[src/blast_pkg.sv]
package blast_pkg;

   // sizes
   localparam int MEM_ADDR_W  = 14;
   localparam int MEM_DATA_W  = 64;
   localparam int CHAR_W      = 3;
   localparam int BLOCK_WORDS = 6;
   localparam int BLOCK_CHARS = 128;
   localparam int SEED_LEN    = 4;
   localparam int FIFO_DEPTH  = 16;

   // memory map
   localparam logic [MEM_ADDR_W-1:0] MEM_QUERY_ADDR   = 14'd0;
   localparam logic [MEM_ADDR_W-1:0] MEM_SUBJECT_ADDR = 14'd12;
   localparam logic [MEM_ADDR_W-1:0] MEM_HIT_ADDR     = 14'd1024;

   typedef enum logic [2:0] {
      IDLE,
      LOAD_QUERY,
      READ_SUBJECT_HEADER,
      LOAD_SUBJECT,
      WRITE_HITS,
      WRITE_HEADER
   } blast_state_e;

   typedef enum logic [7:0] {
      READ_QUERY   = 8'hAA,
      READ_SUBJECT = 8'hBB
   } app_code_e;

   typedef struct packed {
      logic [MEM_ADDR_W-1:0] addr;
      logic                  read;
      logic                  write;
      logic [MEM_DATA_W-1:0] writedata;
   } mem_req_t;

   typedef struct packed {
      logic              valid;
      logic [CHAR_W-1:0] code;
   } seq_char_t;

   typedef struct packed {
      logic [23:0] subject_id;
      logic [23:0] subject_pos;
      logic [7:0]  query_pos;
      logic [7:0]  match_count;
   } hit_rec_t;

   typedef struct packed {
      logic load_query;
      logic read_header;
      logic load_subject;
      logic write_hits;
      logic write_header;
      logic start_subject;
   } phase_t;

endpackage

[src/seq_loader.sv]
`timescale 1ns/100ps

module seq_loader (
   input  logic                             clk,
   input  logic                             reset,
   input  logic                             enable,
   input  logic [blast_pkg::MEM_DATA_W-1:0] word,
   input  logic                             word_valid,
   output blast_pkg::seq_char_t             char_out,
   output logic                             stream_done
);
   import blast_pkg::*;

   logic [BLOCK_WORDS*MEM_DATA_W-1:0] block;
   logic [$clog2(BLOCK_WORDS+1)-1:0]  word_cnt;
   logic [$clog2(BLOCK_CHARS)-1:0]    char_cnt;
   logic                              streaming;

   // full block present, shift characters out
   assign streaming      = word_cnt == ($bits(word_cnt))'(BLOCK_WORDS);
   assign char_out.valid = streaming;
   assign char_out.code  = block[CHAR_W-1:0];
   assign stream_done    = streaming && char_cnt == ($bits(char_cnt))'(BLOCK_CHARS - 1);

   always_ff @(posedge clk) begin
      if (reset) begin
         word_cnt <= '0;
         char_cnt <= '0;
      end else if (!enable) begin
         word_cnt <= '0;
         char_cnt <= '0;
      end else if (streaming) begin
         char_cnt <= char_cnt + 1'b1;
         if (stream_done) begin
            word_cnt <= '0;
            char_cnt <= '0;
         end
      end else if (word_valid) begin
         word_cnt <= word_cnt + 1'b1;
      end
   end

   // word 0 arrives first and ends up in the low bits
   always_ff @(posedge clk) begin
      if (streaming) begin
         block <= block >> CHAR_W;
      end else if (enable && word_valid) begin
         block <= {word, block[BLOCK_WORDS*MEM_DATA_W-1:MEM_DATA_W]};
      end
   end

endmodule

[config.mk]
export PLATFORM = sky130hd
export DESIGN_NAME = seq_loader
export DESIGN_NICKNAME = d
export VERILOG_FILES = /design/src/blast_pkg.sv /design/src/seq_loader.sv
export SDC_FILE = /design/constraint.sdc
export NUM_CORES = 1
export LEC_CHECK = 0
export BUFFER_PORTS_ARGS = -buffer_cell sky130_fd_sc_hd__buf_2
export CORE_ASPECT_RATIO = 2
export CORE_MARGIN = 1.5
export CORE_UTILIZATION = 35
export DETAILED_ROUTE_END_ITERATION = 10
export GPL_TIMING_DRIVEN = 0
export PLACE_DENSITY = 0.6
export SYNTH_ARGS = -nofsm -noshare
export SYNTH_HDL_FRONTEND = slang
export SYNTH_SLANG_ARGS = --single-unit
[constraint.sdc]
create_clock -name clk -period 30.9 [get_ports clk]
set_input_delay 3.09 -clock clk [delete_from_list [all_inputs] [get_ports clk]]
set_output_delay 3.09 -clock clk [all_outputs]
set_load 0.05 [all_outputs]
==> metrics.cfg <==
[clock_network]
htree_num_levels=1
insertion_delay_ps=570
ctsResizeCount=0
hold_buffers=0
cts.sinks=394
path_clk_slew_ps=70
cts_tree=built
cts-root-buf=clkbuf_16
post_cts_buffers=0
cts_buffers=31
clockBufferDepth=3

[power_and_ir_drop]
p_int_uw=822
p_sw_frac=0.208
leakagePower_uw=0.00817
power_frac_seq=0.597
power.density_nw_per_um2=54.4
p_switching_uw=216
ir_worst_vdd_v=0.0000612
power_uw=1040
power_frac_clock=0.369
comb_power_share=0.034

[route]
routed_via_density=4.46
wl_per_cell_um=14.7
drc=0
wl_met3_um=988
top_layer=met4
dr.pass1.iters=5
drt_iter0_markers=622
routed-wl-met2_um=21000
wl_met1_um=12600
wl_um=36000
drt.antenna.violating_nets=0
vias=10900

[sta]
worstMarginPinSlew_ps=793
hold_slack_ps=480
post-route-period-util=0.170
finalClockSkew_ps=8.63
relSlewSlack=0.471
max_freq_mhz=191
hold_violations=0
setup_tns_ps=0
finalSetupViolations=0
finalMaxSlewViolations=0
rsz0062_at_grt=no
period_needed_ps=5240

[yosys]
synthFlopType=edfxtp_1
synth_warnings=0
synth_area_per_cell_um2=10.0
synth_area_um2=16900
async_flop_share=0
ys_seq_elements=394
synthDistinctLibCells=33
syn_nets=1756
synth-seq-area-share=0.693
synthesis.instances=1687
synth-edff-count=381

[die]
rows=113
die_area_um2=49600
fp.dieH_um=314
fp.dieW_um=158
initial_core_util=0.355
num_io_pins=73
core_um2=47500

[finish]
final_common_cell=nand2_1
stdcell_count=2450
drive_gt1_frac=0.112
nets=1865
diodes=0
syn2layout_area_growth_pct=13.2
fin_util=0.402
final_cell_mix=nand2_1, edfxtp_1, buf_2

[setup_path]
required_ps=27810
path_class=reg -> out
start_kind=flop
path_max_fanout=10
arrival_ps=2150
critPathCaptureType=primary output

[global_route]
grt_pass1_wl_um=58500
first_global_vias=11700
grt_start_max_net_pins=71
antenna_found_initial=0
overflow=0
grt.total_usage=0.150

[placed_design]
dp_hpwl_um=27300
finalWeightedCongestion=0.771
dp_cells=2395
port_buffers=71

[min_path]
worstHoldPathType=reg -> reg

[status]
outcome=complete, no violations

[flow_run]
drv_cap=0

[power groups by stage]
stage | Clock (uW) | Combinational, uW | Sequential [uW]
final | 383 | 35.2 | 619
after global routing | 408 | 40.5 | 622
after CTS | 391 | 35.9 | 620
after detailed placement | 0 | 35.9 | 631
after global placement | 0 | 32.9 | 645
after floorplan | 0 | 22.9 | 636
[layout make-up]
type                            instances  area, um^2
Fill cell                            4830       28400
Sequential cell                       394       11700
Buffer                                 91         532
Timing Repair Buffer                   76         493
Tap cell                              632         791
Clock buffer                           38         802
Inverter                                4        15.0
Clock inverter                         17         128
Multi-Input combinational cell       1198        4630
[stage by stage]
step,setup WS [ps],instance area (um^2)
2_1_floorplan,18530,16900
3_3_place_gp,14880,18000
3_5_place_dp,25160,18200
4_1_cts,25620,19100
5_1_grt,25520,19100
6_report,25660,19100
[metal layers]
layer,vias up,GRT usage
met5,-,0
met4,0,0.0614
met3,56,0.0176
met2,174,0.307
met1,5046,0.144
li1,5655,-
[flip-flops by register name, summed over array words and instances, names as in the netlist]
name	count
block	384
word_cnt	3
char_cnt	7
[synth_stat cells, types with 2 or more instances]
cell | count | area, um^2
a211oi_1 | 2 | 15.0
a21oi_1 | 8 | 40.0
buf_1 | 2 | 7.51
buf_2 | 53 | 265
buf_4 | 29 | 218
buf_6 | 2 | 22.5
clkbuf_1 | 5 | 18.8
dfxtp_1 | 13 | 260
edfxtp_1 | 381 | 11400
inv_1 | 3 | 11.3
nand2_1 | 1154 | 4330
nand2b_1 | 2 | 12.5
nand3_1 | 6 | 30.0
nor3_1 | 2 | 10.0
o211ai_1 | 2 | 15.0
o21ai_0 | 4 | 20.0
or3_1 | 2 | 12.5
xor2_1 | 2 | 17.5
[critical path, cell delays in order (launching register included)]
cell and delay [ps]:
dfxtp_1 460, nand3b_4 150, inv_2 300, buf_2 280
buf_4 130, buf_2 240
[logic make-up after synthesis]
logic type	count (synthesis)	share of synthesized area
compound gates	19	0.00667
buf+inv	95	0.0324
xor+xnor	2	0.00104
simple gates	1176	0.266
flops	394	0.693
fa+ha+maj	1	0.000741
[worst paths after layout]
check / start / to / slack [ps] / cells after the start
worst min-delay path: block[383]$_SDFFE_PN0P_ / block[383]$_SDFFE_PN0P_ / 480 / 2
worst min register to register: block[383]$_SDFFE_PN0P_ / block[383]$_SDFFE_PN0P_ / 480 / 2
worst max-delay path: word_cnt[1]$_SDFFE_PP0P_ / char_out[3] / 25660 / 5
worst max register to register: word_cnt[1]$_SDFFE_PP0P_ / block[28]$_DFFE_PP_ / 27520 / 8
Power figures use the tool's default switching activity.
