### src/blast_pkg.sv
package blast_pkg;

   // sizes
   localparam int MEM_ADDR_W  = 14;
   localparam int MEM_DATA_W  = 64;
   localparam int CHAR_W      = 3;
   localparam int BLOCK_WORDS = 6;
   localparam int BLOCK_CHARS = 128;
   localparam int SEED_LEN    = 4;
   localparam int FIFO_DEPTH  = 16;

   // memory map
   localparam logic [MEM_ADDR_W-1:0] MEM_QUERY_ADDR   = 14'd0;
   localparam logic [MEM_ADDR_W-1:0] MEM_SUBJECT_ADDR = 14'd12;
   localparam logic [MEM_ADDR_W-1:0] MEM_HIT_ADDR     = 14'd1024;

   typedef enum logic [2:0] {
      IDLE,
      LOAD_QUERY,
      READ_SUBJECT_HEADER,
      LOAD_SUBJECT,
      WRITE_HITS,
      WRITE_HEADER
   } blast_state_e;

   typedef enum logic [7:0] {
      READ_QUERY   = 8'hAA,
      READ_SUBJECT = 8'hBB
   } app_code_e;

   typedef struct packed {
      logic [MEM_ADDR_W-1:0] addr;
      logic                  read;
      logic                  write;
      logic [MEM_DATA_W-1:0] writedata;
   } mem_req_t;

   typedef struct packed {
      logic              valid;
      logic [CHAR_W-1:0] code;
   } seq_char_t;

   typedef struct packed {
      logic [23:0] subject_id;
      logic [23:0] subject_pos;
      logic [7:0]  query_pos;
      logic [7:0]  match_count;
   } hit_rec_t;

   typedef struct packed {
      logic load_query;
      logic read_header;
      logic load_subject;
      logic write_hits;
      logic write_header;
      logic start_subject;
   } phase_t;

endpackage

### src/blast_ctrl.sv
`timescale 1ns/100ps

module blast_ctrl (
   input  logic                 clk,
   input  logic                 reset,
   input  logic                 app_ready,
   input  blast_pkg::app_code_e app_code,
   input  logic                 words_done,
   input  logic                 last_block,
   input  logic                 drain_done,
   input  logic                 query_done,
   input  logic                 subject_done,
   output blast_pkg::phase_t    phase,
   output logic                 busy,
   output logic                 finished
);
   import blast_pkg::*;

   blast_state_e state;
   blast_state_e next_state;

   always_ff @(posedge clk) begin
      if (reset) begin
         state <= IDLE;
      end else begin
         state <= next_state;
      end
   end

   always_comb begin
      next_state = state;
      case (state)
         IDLE: begin
            // other opcodes are ignored
            if (app_ready && app_code == READ_QUERY) begin
               next_state = LOAD_QUERY;
            end else if (app_ready && app_code == READ_SUBJECT) begin
               next_state = READ_SUBJECT_HEADER;
            end
         end
         LOAD_QUERY: begin
            if (query_done) begin
               next_state = IDLE;
            end
         end
         READ_SUBJECT_HEADER: begin
            if (words_done) begin
               next_state = LOAD_SUBJECT;
            end
         end
         LOAD_SUBJECT: begin
            if (subject_done) begin
               next_state = WRITE_HITS;
            end
         end
         WRITE_HITS: begin
            // back for the next block unless the length is covered
            if (drain_done) begin
               next_state = last_block ? WRITE_HEADER : LOAD_SUBJECT;
            end
         end
         WRITE_HEADER: next_state = IDLE;
         default:      next_state = IDLE;
      endcase
   end

   always_comb begin
      phase.load_query    = state == LOAD_QUERY;
      phase.read_header   = state == READ_SUBJECT_HEADER;
      phase.load_subject  = state == LOAD_SUBJECT;
      phase.write_hits    = state == WRITE_HITS;
      phase.write_header  = state == WRITE_HEADER;
      phase.start_subject = state == IDLE && app_ready && app_code == READ_SUBJECT;
   end

   assign busy     = state != IDLE;
   assign finished = state == WRITE_HEADER;

   // subject length still covered while the header goes out
   a_finish_last_block: assert property (@(posedge clk) disable iff (reset)
      finished |-> last_block);

endmodule

### config.mk
export PLATFORM = sky130hd
export DESIGN_NAME = blast_ctrl
export DESIGN_NICKNAME = d
export VERILOG_FILES = /design/src/blast_pkg.sv /design/src/blast_ctrl.sv
export SDC_FILE = /design/constraint.sdc
export NUM_CORES = 1
export LEC_CHECK = 0
export ABC_AREA = 0
export BUFFER_PORTS_ARGS = -buffer_cell sky130_fd_sc_hd__buf_4
export CORE_AREA = 5 5 42 44
export DETAILED_ROUTE_END_ITERATION = 8
export DIE_AREA = 0 0 47 49
export GPL_ROUTABILITY_DRIVEN = 0
export MAX_ROUTING_LAYER = met4
export SETUP_SLACK_MARGIN = 0.4
export SYNTH_ARGS = -nofsm -noshare
export SYNTH_HDL_FRONTEND = slang
export SYNTH_SLANG_ARGS = --single-unit
### constraint.sdc
create_clock -name clk -period 3.2 [get_ports clk]
set_clock_uncertainty 0.2 [all_clocks]
set_input_delay 0.48 -clock clk [delete_from_list [all_inputs] [get_ports clk]]
set_output_delay 0.48 -clock clk [all_outputs]
set_load 0.01 [all_outputs]
==> impl_metrics.tcl <==
set metrics [dict create \
    run_status "completed" \
    finalCritPeriodShare 0.6846 \
    setup_viol 0 \
    ant_nets 0 \
    synthArstFlopShare 0 \
    first_iter_violations 3 \
    syn_area_per_cell_um2 8.967 \
    synth_edf_count 0 \
    p_comb_frac 0.468 \
    worstHoldStart "reset" \
    largest_reg_flops 3 \
    hold_viol_final 0 \
    synthTopCellsByArea "dfxtp_1 (16%), buf_6 (6.0%), a32oi_2 (4.3%)" \
    drive_gt1_frac 0.5846 \
    yosysTopAreaCellShare 0.1595 \
    worstMarginPinSlew_ns 0.4060 \
    crit_arrival_ns 1.51 \
    rows 14 \
    synthesis.nets 58 \
    p_int_mw 0.1597 \
    clkSinkCount 3 \
    synth_warnings 0 \
    die_x_um 47 \
    synth.most_common_cell "nand2_1" \
    io_buffers 23 \
    core-area_mm2 0.001401 \
    synth_area_um2 376.6 \
    yosys_most_used_dff "dfxtp_1" \
    cp.required_ns 2.52 \
    yosys.cell_types.count 31 \
    relSlewSlack 0.7290 \
    maxCapViolations 0 \
    antenna_found_initial 0 \
    cp_slowest_stage_delay_ns 0.45 \
    slew_violations 0 \
    rsz0062_at_grt "no" \
    startpoint "state[2]" \
    io-pin-count 24 \
    dp_cells 77 \
    reg_top3 "state x3" \
    fill_cells 159 \
    numCtsBuffers 3 \
    critical_path.cell_chain "or3_4 -> nor4_2 -> buf_4" \
    start_util 0.2687 \
    final_core_util 0.3982 \
    setup_tns_ns 0 \
    avgRoutedWirePerCell_um 10.28 \
    postSynthCellCount 42 \
    grt_pass1_wl_mm 1.352 \
    max-clock-path-buffers 2 \
    grt_max_degree 14 \
    fin_crit_ns 2.191 \
    critPathMaxFanout 10 \
    netSwitchingFraction 0.3427 \
    clk_pin_slew_ns 0.03 \
    drt-pass1-iter-count 2 \
    slowest_stage "or3_4" \
    leakagePower_nw 0.2670 \
    reg2reg_from "state[0]" \
    top_register "state" \
    htree_levels 1 \
    syn2layout_area_growth_pct 48.17 \
    end_kind "output port" \
    hold_path.class "in2reg" \
    switching_power_mw 0.08329 \
    overflow 0 \
    power_density_mw_per_mm2 435.5 \
    synthTopCellsByCount "nand2_1 (4), dfxtp_1 (3)" \
    clockPowerShare 0.266 \
    grt_pass1_vias 398 \
    fmaxAchievable_ghz 0.4565 \
    viasPerCell 4.765 \
    cts_resized 0 \
    cts_setup_buffers 0 \
    drcViolationCount 0 \
    design.die.area_mm2 0.002303 \
    p_seq_frac 0.266 \
    num_vias 386 \
    holdBufCountCts 0 \
    n_antenna_cell 0 \
    synth_largest_area_cell "dfxtp_1" \
    cts_tree "built" \
    ys_seq_area_frac 0.1595 \
    ys_seq_elements 3 \
    root_buffer "clkbuf_4" \
    worstSetupPathType "reg2out" \
    post-dp-hpwl_um 702.8 \
    clock_latency_ns 0.23 \
    vdd_drop_max_v 0.0001584 \
    startpoint_type "register" \
    wl_um 833 \
    stdcell_count 81 \
    die_h_um 49 \
    grt_usage 0.08225 \
    fin_nets 82 \
]
final timing paths:
| check | endpoint | slack (ns) | cells past startpoint |
|---|---|---|---|
| worst min-delay path | state[2] | 0.25 | 2 |
| worst max register to register | state[0] | 1.62 | 4 |
| worst min register to register | state[0] | 0.53 | 2 |
| worst max-delay path | phase[0] | 1.01 | 3 |
kinds of logic (layout without fill, tap and decap cells):
family	Yosys count	count (layout)	synth area share
xor+xnor	1	1	0.02326
buf+inv	6	29	0.1196
flops	3	3	0.1595
mux	1	1	0.02658
compound gates	10	10	0.2192
simple gates	21	21	0.4518
through the flow:
step	instance area (um2)	hold slack [ns]	total power [mW]	setup slack (ns)
CTS	558.0	0.2390	0.2485	0.9893
floorplan	376.6	0.3491	0.1474	1.314
detailed placement	531.8	0.4831	0.1805	1.250
global placement	531.8	0.4824	0.1794	1.264
finish	558.0	0.2460	0.2430	1.009
global route	558.0	0.2557	0.2610	0.9672
cell type report:
cell class | instances | area, um2 | share of cell area
inverters | 2 | 7.507 | 0.01345
well taps | 16 | 20.02 | 0.03587
multi-input cells | 33 | 271.5 | 0.4865
repair buffers | 23 | 172.7 | 0.3094
clock buffers | 4 | 26.28 | 0.04709
flip-flops and latches | 3 | 60.06 | 0.1076
cell usage in the layout, fill, tap and decap left out, types with 2 or more instances in the layout:
cell type / count
clkbuf_4: 3
buf_4: 23
inv_1: 2
nor3b_1: 2
nand2_1: 4
o31ai_1: 2
nor2_1: 2
dfxtp_1: 3
a21oi_1: 2
worst max-delay path: cells and delay by family, from the launching register on:
family,cells,cell delay (ns)
AND/OR/NAND/NOR,2,0.72
flip-flops,1,0.41
buffers and inverters,1,0.16
power groups by stage:
stage / combinational, mW / sequential [mW] / clock, mW
floorplan: 0.0989 / 0.0485 / 0
global placement: 0.115 / 0.0648 / 0
detailed placement: 0.115 / 0.0655 / 0
CTS: 0.116 / 0.0653 / 0.0677
global route: 0.123 / 0.0669 / 0.0708
finish: 0.114 / 0.0647 / 0.0647
routing by layer:
layer  vias up  track usage  routed length [um]
met5         -            -                   0
met4         0      0.06912                   0
met3         0      0.01107                  67
met2        17       0.1312                 410
met1       172      0.08333                 355
li1        197            -                   -
No activity file was read; power rests on OpenSTA's default activity.
