$ cat src/blast_pkg.sv
package blast_pkg;

   // sizes
   localparam int MEM_ADDR_W  = 14;
   localparam int MEM_DATA_W  = 64;
   localparam int CHAR_W      = 3;
   localparam int BLOCK_WORDS = 6;
   localparam int BLOCK_CHARS = 128;
   localparam int SEED_LEN    = 4;
   localparam int FIFO_DEPTH  = 16;

   // memory map
   localparam logic [MEM_ADDR_W-1:0] MEM_QUERY_ADDR   = 14'd0;
   localparam logic [MEM_ADDR_W-1:0] MEM_SUBJECT_ADDR = 14'd12;
   localparam logic [MEM_ADDR_W-1:0] MEM_HIT_ADDR     = 14'd1024;

   typedef enum logic [2:0] {
      IDLE,
      LOAD_QUERY,
      READ_SUBJECT_HEADER,
      LOAD_SUBJECT,
      WRITE_HITS,
      WRITE_HEADER
   } blast_state_e;

   typedef enum logic [7:0] {
      READ_QUERY   = 8'hAA,
      READ_SUBJECT = 8'hBB
   } app_code_e;

   typedef struct packed {
      logic [MEM_ADDR_W-1:0] addr;
      logic                  read;
      logic                  write;
      logic [MEM_DATA_W-1:0] writedata;
   } mem_req_t;

   typedef struct packed {
      logic              valid;
      logic [CHAR_W-1:0] code;
   } seq_char_t;

   typedef struct packed {
      logic [23:0] subject_id;
      logic [23:0] subject_pos;
      logic [7:0]  query_pos;
      logic [7:0]  match_count;
   } hit_rec_t;

   typedef struct packed {
      logic load_query;
      logic read_header;
      logic load_subject;
      logic write_hits;
      logic write_header;
      logic start_subject;
   } phase_t;

endpackage

$ cat src/blast_mem_access.sv
`timescale 1ns/100ps

module blast_mem_access (
   input  logic                             clk,
   input  logic                             reset,
   input  blast_pkg::phase_t                phase,
   input  logic [blast_pkg::MEM_DATA_W-1:0] mem_readdata,
   input  logic                             fifo_empty,
   input  blast_pkg::hit_rec_t              fifo_rec,
   input  logic [15:0]                      dropped,
   output blast_pkg::mem_req_t              mem_req,
   output logic [blast_pkg::MEM_DATA_W-1:0] word,
   output logic                             word_valid,
   output logic                             words_done,
   output logic                             last_block,
   output logic                             drain_done,
   output logic                             pop,
   output logic [31:0]                      subject_id
);
   import blast_pkg::*;

   logic [MEM_ADDR_W-1:0] query_addr;
   logic [MEM_ADDR_W-1:0] subj_addr;
   logic [MEM_ADDR_W-1:0] hit_addr;
   logic [2:0]            rd_cnt;
   logic                  idle;
   logic                  block_phase;
   logic                  block_read;
   logic                  last_read;
   logic                  hdr_read;
   logic                  hdr_pending;
   logic                  hit_write;
   logic [31:0]           subject_len;
   logic [31:0]           chars_covered;
   logic [15:0]           hit_cnt;

   assign idle        = ~|{phase.load_query, phase.read_header, phase.load_subject,
                           phase.write_hits, phase.write_header};
   assign block_phase = phase.load_query | phase.load_subject;
   assign block_read  = block_phase && rd_cnt != 3'(BLOCK_WORDS);
   assign last_read   = block_read && rd_cnt == 3'(BLOCK_WORDS - 1);
   // single header read, words_done closes it
   assign hdr_read    = phase.read_header && !words_done;
   assign hit_write   = phase.write_hits && !fifo_empty;
   assign pop         = hit_write;
   assign word        = mem_readdata;
   assign last_block  = chars_covered >= subject_len;

   always_comb begin
      mem_req.read  = block_read | hdr_read;
      mem_req.write = hit_write | phase.write_header;
      if (phase.load_query) begin
         mem_req.addr = query_addr;
      end else if (phase.write_hits) begin
         mem_req.addr = hit_addr;
      end else if (phase.write_header) begin
         mem_req.addr = MEM_HIT_ADDR;
      end else begin
         mem_req.addr = subj_addr;
      end
      mem_req.writedata = phase.write_header ? {subject_id, hit_cnt, dropped} : fifo_rec;
   end

   always_ff @(posedge clk) begin
      if (reset) begin
         rd_cnt        <= '0;
         word_valid    <= 1'b0;
         words_done    <= 1'b0;
         hdr_pending   <= 1'b0;
         drain_done    <= 1'b0;
         query_addr    <= MEM_QUERY_ADDR;
         subj_addr     <= MEM_SUBJECT_ADDR;
         hit_addr      <= MEM_HIT_ADDR + 1'b1;
         chars_covered <= '0;
         hit_cnt       <= '0;
      end else begin
         word_valid  <= mem_req.read;
         hdr_pending <= hdr_read;
         words_done  <= hdr_read | last_read;
         // one cycle late so a push landing on the first drain cycle is seen
         drain_done  <= phase.write_hits && fifo_empty && !drain_done;
         if (!block_phase) begin
            rd_cnt <= '0;
         end else if (block_read) begin
            rd_cnt <= rd_cnt + 1'b1;
         end
         if (idle) begin
            query_addr <= MEM_QUERY_ADDR;
         end else if (block_read && phase.load_query) begin
            query_addr <= query_addr + 1'b1;
         end
         if (phase.start_subject) begin
            subj_addr     <= MEM_SUBJECT_ADDR;
            hit_addr      <= MEM_HIT_ADDR + 1'b1;
            chars_covered <= '0;
            hit_cnt       <= '0;
         end else begin
            if (hdr_read || (block_read && phase.load_subject)) begin
               subj_addr <= subj_addr + 1'b1;
            end
            if (last_read && phase.load_subject) begin
               chars_covered <= chars_covered + 32'(BLOCK_CHARS);
            end
            if (hit_write) begin
               hit_addr <= hit_addr + 1'b1;
               hit_cnt  <= hit_cnt + 1'b1;
            end
         end
      end
   end

   // id high, length in characters low
   always_ff @(posedge clk) begin
      if (hdr_pending) begin
         {subject_id, subject_len} <= mem_readdata;
      end
   end

   a_no_read_write: assert property (@(posedge clk) disable iff (reset)
      !(mem_req.read && mem_req.write));

endmodule

$ cat config.mk
export PLATFORM = sky130hd
export DESIGN_NAME = blast_mem_access
export DESIGN_NICKNAME = d
export VERILOG_FILES = /design/src/blast_pkg.sv /design/src/blast_mem_access.sv
export SDC_FILE = /design/constraint.sdc
export NUM_CORES = 1
export LEC_CHECK = 0
export BUFFER_PORTS_ARGS = -buffer_cell sky130_fd_sc_hd__buf_2
export CORE_MARGIN = 5
export CORE_UTILIZATION = 44
export DETAILED_ROUTE_END_ITERATION = 7
export PLACE_DENSITY = 0.78
export RECOVER_POWER = 100
export SYNTH_ARGS = -nofsm -noshare
export SYNTH_HDL_FRONTEND = slang
export SYNTH_SLANG_ARGS = --single-unit
$ cat constraint.sdc
create_clock -name clk -period 2.4 [get_ports clk]
set_clock_uncertainty 0.1 [all_clocks]
set_input_delay 0.24 -clock clk [delete_from_list [all_inputs] [get_ports clk]]
set_output_delay 0.24 -clock clk [all_outputs]
set_load 0.1 [all_outputs]
==> summary.md <==
| Metric | Value |
|---|---|
| PnR worst setup slack | `-213 ps` |
| # diodes | `0` |
| Final antenna-violating net count | `0` |
| Width of the die | `roughly 150 µm` |
| Hold EP | `hdr_pending` |
| First-pass detailed-route iteration total | `4` |
| Largest net degree at the start of global routing | `39` |
| Nets@finish | `about 1400` |
| # clock sinks | `154` |
| Mapped Area | `~8200 µm²` |
| Iteration-0 DRC count of the detailed router | `426` |
| Post-synth EDFFs | `64` |
| Die Ht | `approximately 150 µm` |
| Final period utilization | `109%` |
| Dominant synthesized flop cell | `dfxtp_1` |
| Reg2reg path depth | `6` |
| Synthesis-to-finish area growth | `33.2%` |
| Slew headroom | `14.4%` |
| Worst r2r src | `rd_cnt[0]` |
| Ratio of cells with drive above 1 in the final layout | `28.8%` |
| CP Data Required Time | `2060 ps` |
| Max cap viols | `0` |
| Detail Placement HPWL | `roughly 18 mm` |
| Design Area, Final | `11000 µm²` |
| Fin. max-slew vios | `0` |
| Hold Fails Final Rpt | `0` |
| RD Place Congestion | `~0.87` |
| Root buffer cell | `clkbuf_16` |
| Total number of vias | `7493` |
| Initial antenna violation count | `0` |
| Io pins | `334` |
| Min Tclk post-route | `2610 ps` |
| Failing checks | `setup timing` |
| Core footprint | `18600 µm²` |
| Vias in the first global route | `around 7500` |
| Grt total ovfl | `0` |
| Fmax | `383 MHz` |
| Row count | `50` |
| Final Util | `about three fifths` |
| Status | `finished, violations left` |
| GRT Util Overall | `22.5%` |
| Peak supply drop | `0.491 mV` |
| Min-Delay Path Depth | `3` |
| Longest Clk Path Bufs | `2` |
| Clock-pin slew on the worst setup and hold paths | `70 ps` |
| PD cells | `679 nW/µm²` |
| Synth Instances | `828` |
| Avg WL per Cell | `17.7 µm` |
| IO Port Bufs | `333` |
| Total CTS buffers | `17` |
| Vias/cell | `5.30` |
| Final Setup Violations | `10` |
| Starting Density | `44.3%` |
| Clock latency on the worst-skew pair | `approximately 430 ps` |
| Static Leakage | `4.33 nW` |
| Yosys cell types | `56` |
| Worst path arrival time | `approximately 2300 ps` |
| DIE AREA | `~22000 µm²` |
| Critical Path End Type | `output pin` |
| Drt total wl | `25.0 mm` |
| Sequential-to-total area share from yosys stat | `45.2%` |
| Synth warnings | `0` |
| Ys async rst share | `0%` |
| Dpl cell area | `9940 µm²` |
| CTS tree | `yes` |
| First-pass GRT wire length | `38.8 mm` |
| CP max FO | `3` |
| Seq cells post-synth | `~150` |
| Worst min path class | `in2reg` |
| RSZ-0062 raised after global routing | `true` |
| Min-delay src | `phase[4]` |
| R2r endpoint | `chars_covered[18]` |
| # DRC | `0` |
| Worst-Margin Slew | `1290 ps` |
| H-tree lvl count | `4` |
| Reg2Reg Setup Slack | `-40 ps` |
| CP Launch Type | `flip-flop` |
| Critical path class | `reg2out` |
| Syn_nets | `1014` |
| Avg Inst Size Synth | `between 9 and 10 µm²` |
[repair_timing]
action / in CTS / in global routing
setup buffers: 0 / 0
setup endpoints to repair: 2 / 11
endpoints found under the hold margin: 69 / 0
pin swaps: 2 / 4
resized for setup: 8 / 4
hold buffers: 66 / 0
[layout by cell type, fill, tap and decap left out, types with 10 or more instances in the layout]
master / count
nand4_1: 24
o31ai_1: 19
o21ai_0: 17
inv_1: 37
a21oi_1: 52
nor3b_1: 11
clkbuf_2: 39
nand2_1: 60
xnor2_1: 16
dlygate4sd3_1: 66
mux2_2: 62
nor2_1: 56
xor2_1: 27
or4_1: 24
edfxtp_1: 64
dfxtp_1: 87
clkbuf_16: 17
buf_2: 159
clkbuf_1: 136
or3_1: 10
nand3_1: 24
ha_1: 31
[cell usage after synthesis, types with 4 or more instances]
master    number  share of area, %
edfxtp_1      64                23
nor3_1         9              0.55
xor2_1        27               2.9
nand3_1       24               1.5
nor2_1        56               2.6
nor3b_1       11               1.0
mux2_2        64               8.7
buf_4         65               5.9
o21ai_0       27               1.6
and4_1         7              0.74
a211oi_1       6              0.55
and3_1         9              0.68
clkbuf_1      32               1.5
o31ai_1       19               1.7
ha_1          33               5.0
inv_1         38               1.7
nand4_1       24               1.8
or4_1         25               2.3
or3_1         10              0.76
o211ai_1       7              0.64
and4b_1        4              0.49
xnor2_1       16               1.7
dfxtp_1       90                22
nand2_1       60               2.7
a21oi_1       55               3.3
[registers in the layout (all words and copies together), names as in the netlist, 3 cells and up]
signal / count
subject_id: 32
hit_addr: 14
subj_addr: 14
rd_cnt: 3
subject_len: 32
query_addr: 14
hit_cnt: 16
chars_covered: 25
[kinds of logic after synthesis]
group           synth area share (%)
compound gates                  10.1
simple gates                    16.7
buf+inv                         9.45
mux                             8.99
xor+xnor                        4.57
fa+ha+maj                       5.01
flops                           45.2
[worst max-delay path, stage by stage (launching register included)]
cell	delay [ps]
edfxtp_1	380
inv_1	80
ha_1	250
nand4_1	190
inv_1	60
a221oi_1	450
o211ai_1	210
buf_6	240
[power by group]
part	switching, mW	total [mW]	internal (mW)	leakage, nW
combinational	1.55	1.93	0.380	2.72
sequential	0.0453	2.84	2.79	1.32
clock	1.28	2.69	1.41	0.288
total	2.87	7.46	4.58	4.33
[how the worst max path moves through the flow]
stage / slack [ps] / endpoint / start / depth (start not counted)
after floorplan: -540 / last_block / subject_len[26] / 6
after global placement: 130 / last_block / subject_len[7] / 7
after detailed placement: 30 / chars_covered[31] / rd_cnt[0] / 6
after CTS: -210 / last_block / subject_len[26] / 7
after global routing: -330 / last_block / subject_len[7] / 7
final: -210 / last_block / subject_len[31] / 7
[metal layers]
layer	share of wire, %	routed length [µm]	track usage, %
met5	0	0	0
met4	3.0	755	9.69
met3	4.9	1230	4.01
met2	50	12400	38.1
met1	42	10500	28.3
[stage by stage]
step                      total power [mW]  cells  TNS, ps  hold WS, ps  worst slack (ps)
after global placement                4.77   1315        0          327               134
after CTS                             7.55   1413     -206         22.9              -206
after global routing                  7.69   1413    -5010         43.0              -331
final                                 7.46   1413     -428         41.5              -213
after detailed placement              4.78   1315        0          330              34.7
after floorplan                       4.45    828     -941          239              -542
[area by class of cell]
cell class	instances	area [µm²]
Fill cell	1584	7600
Multi-Input combinational cell	534	3820
Sequential cell	154	3730
Timing Repair Buffer	421	2390
Clock buffer	17	425
Tap cell	234	293
Clock inverter	15	171
Inverter	38	143
No activity file was read; power rests on OpenSTA's default activity.
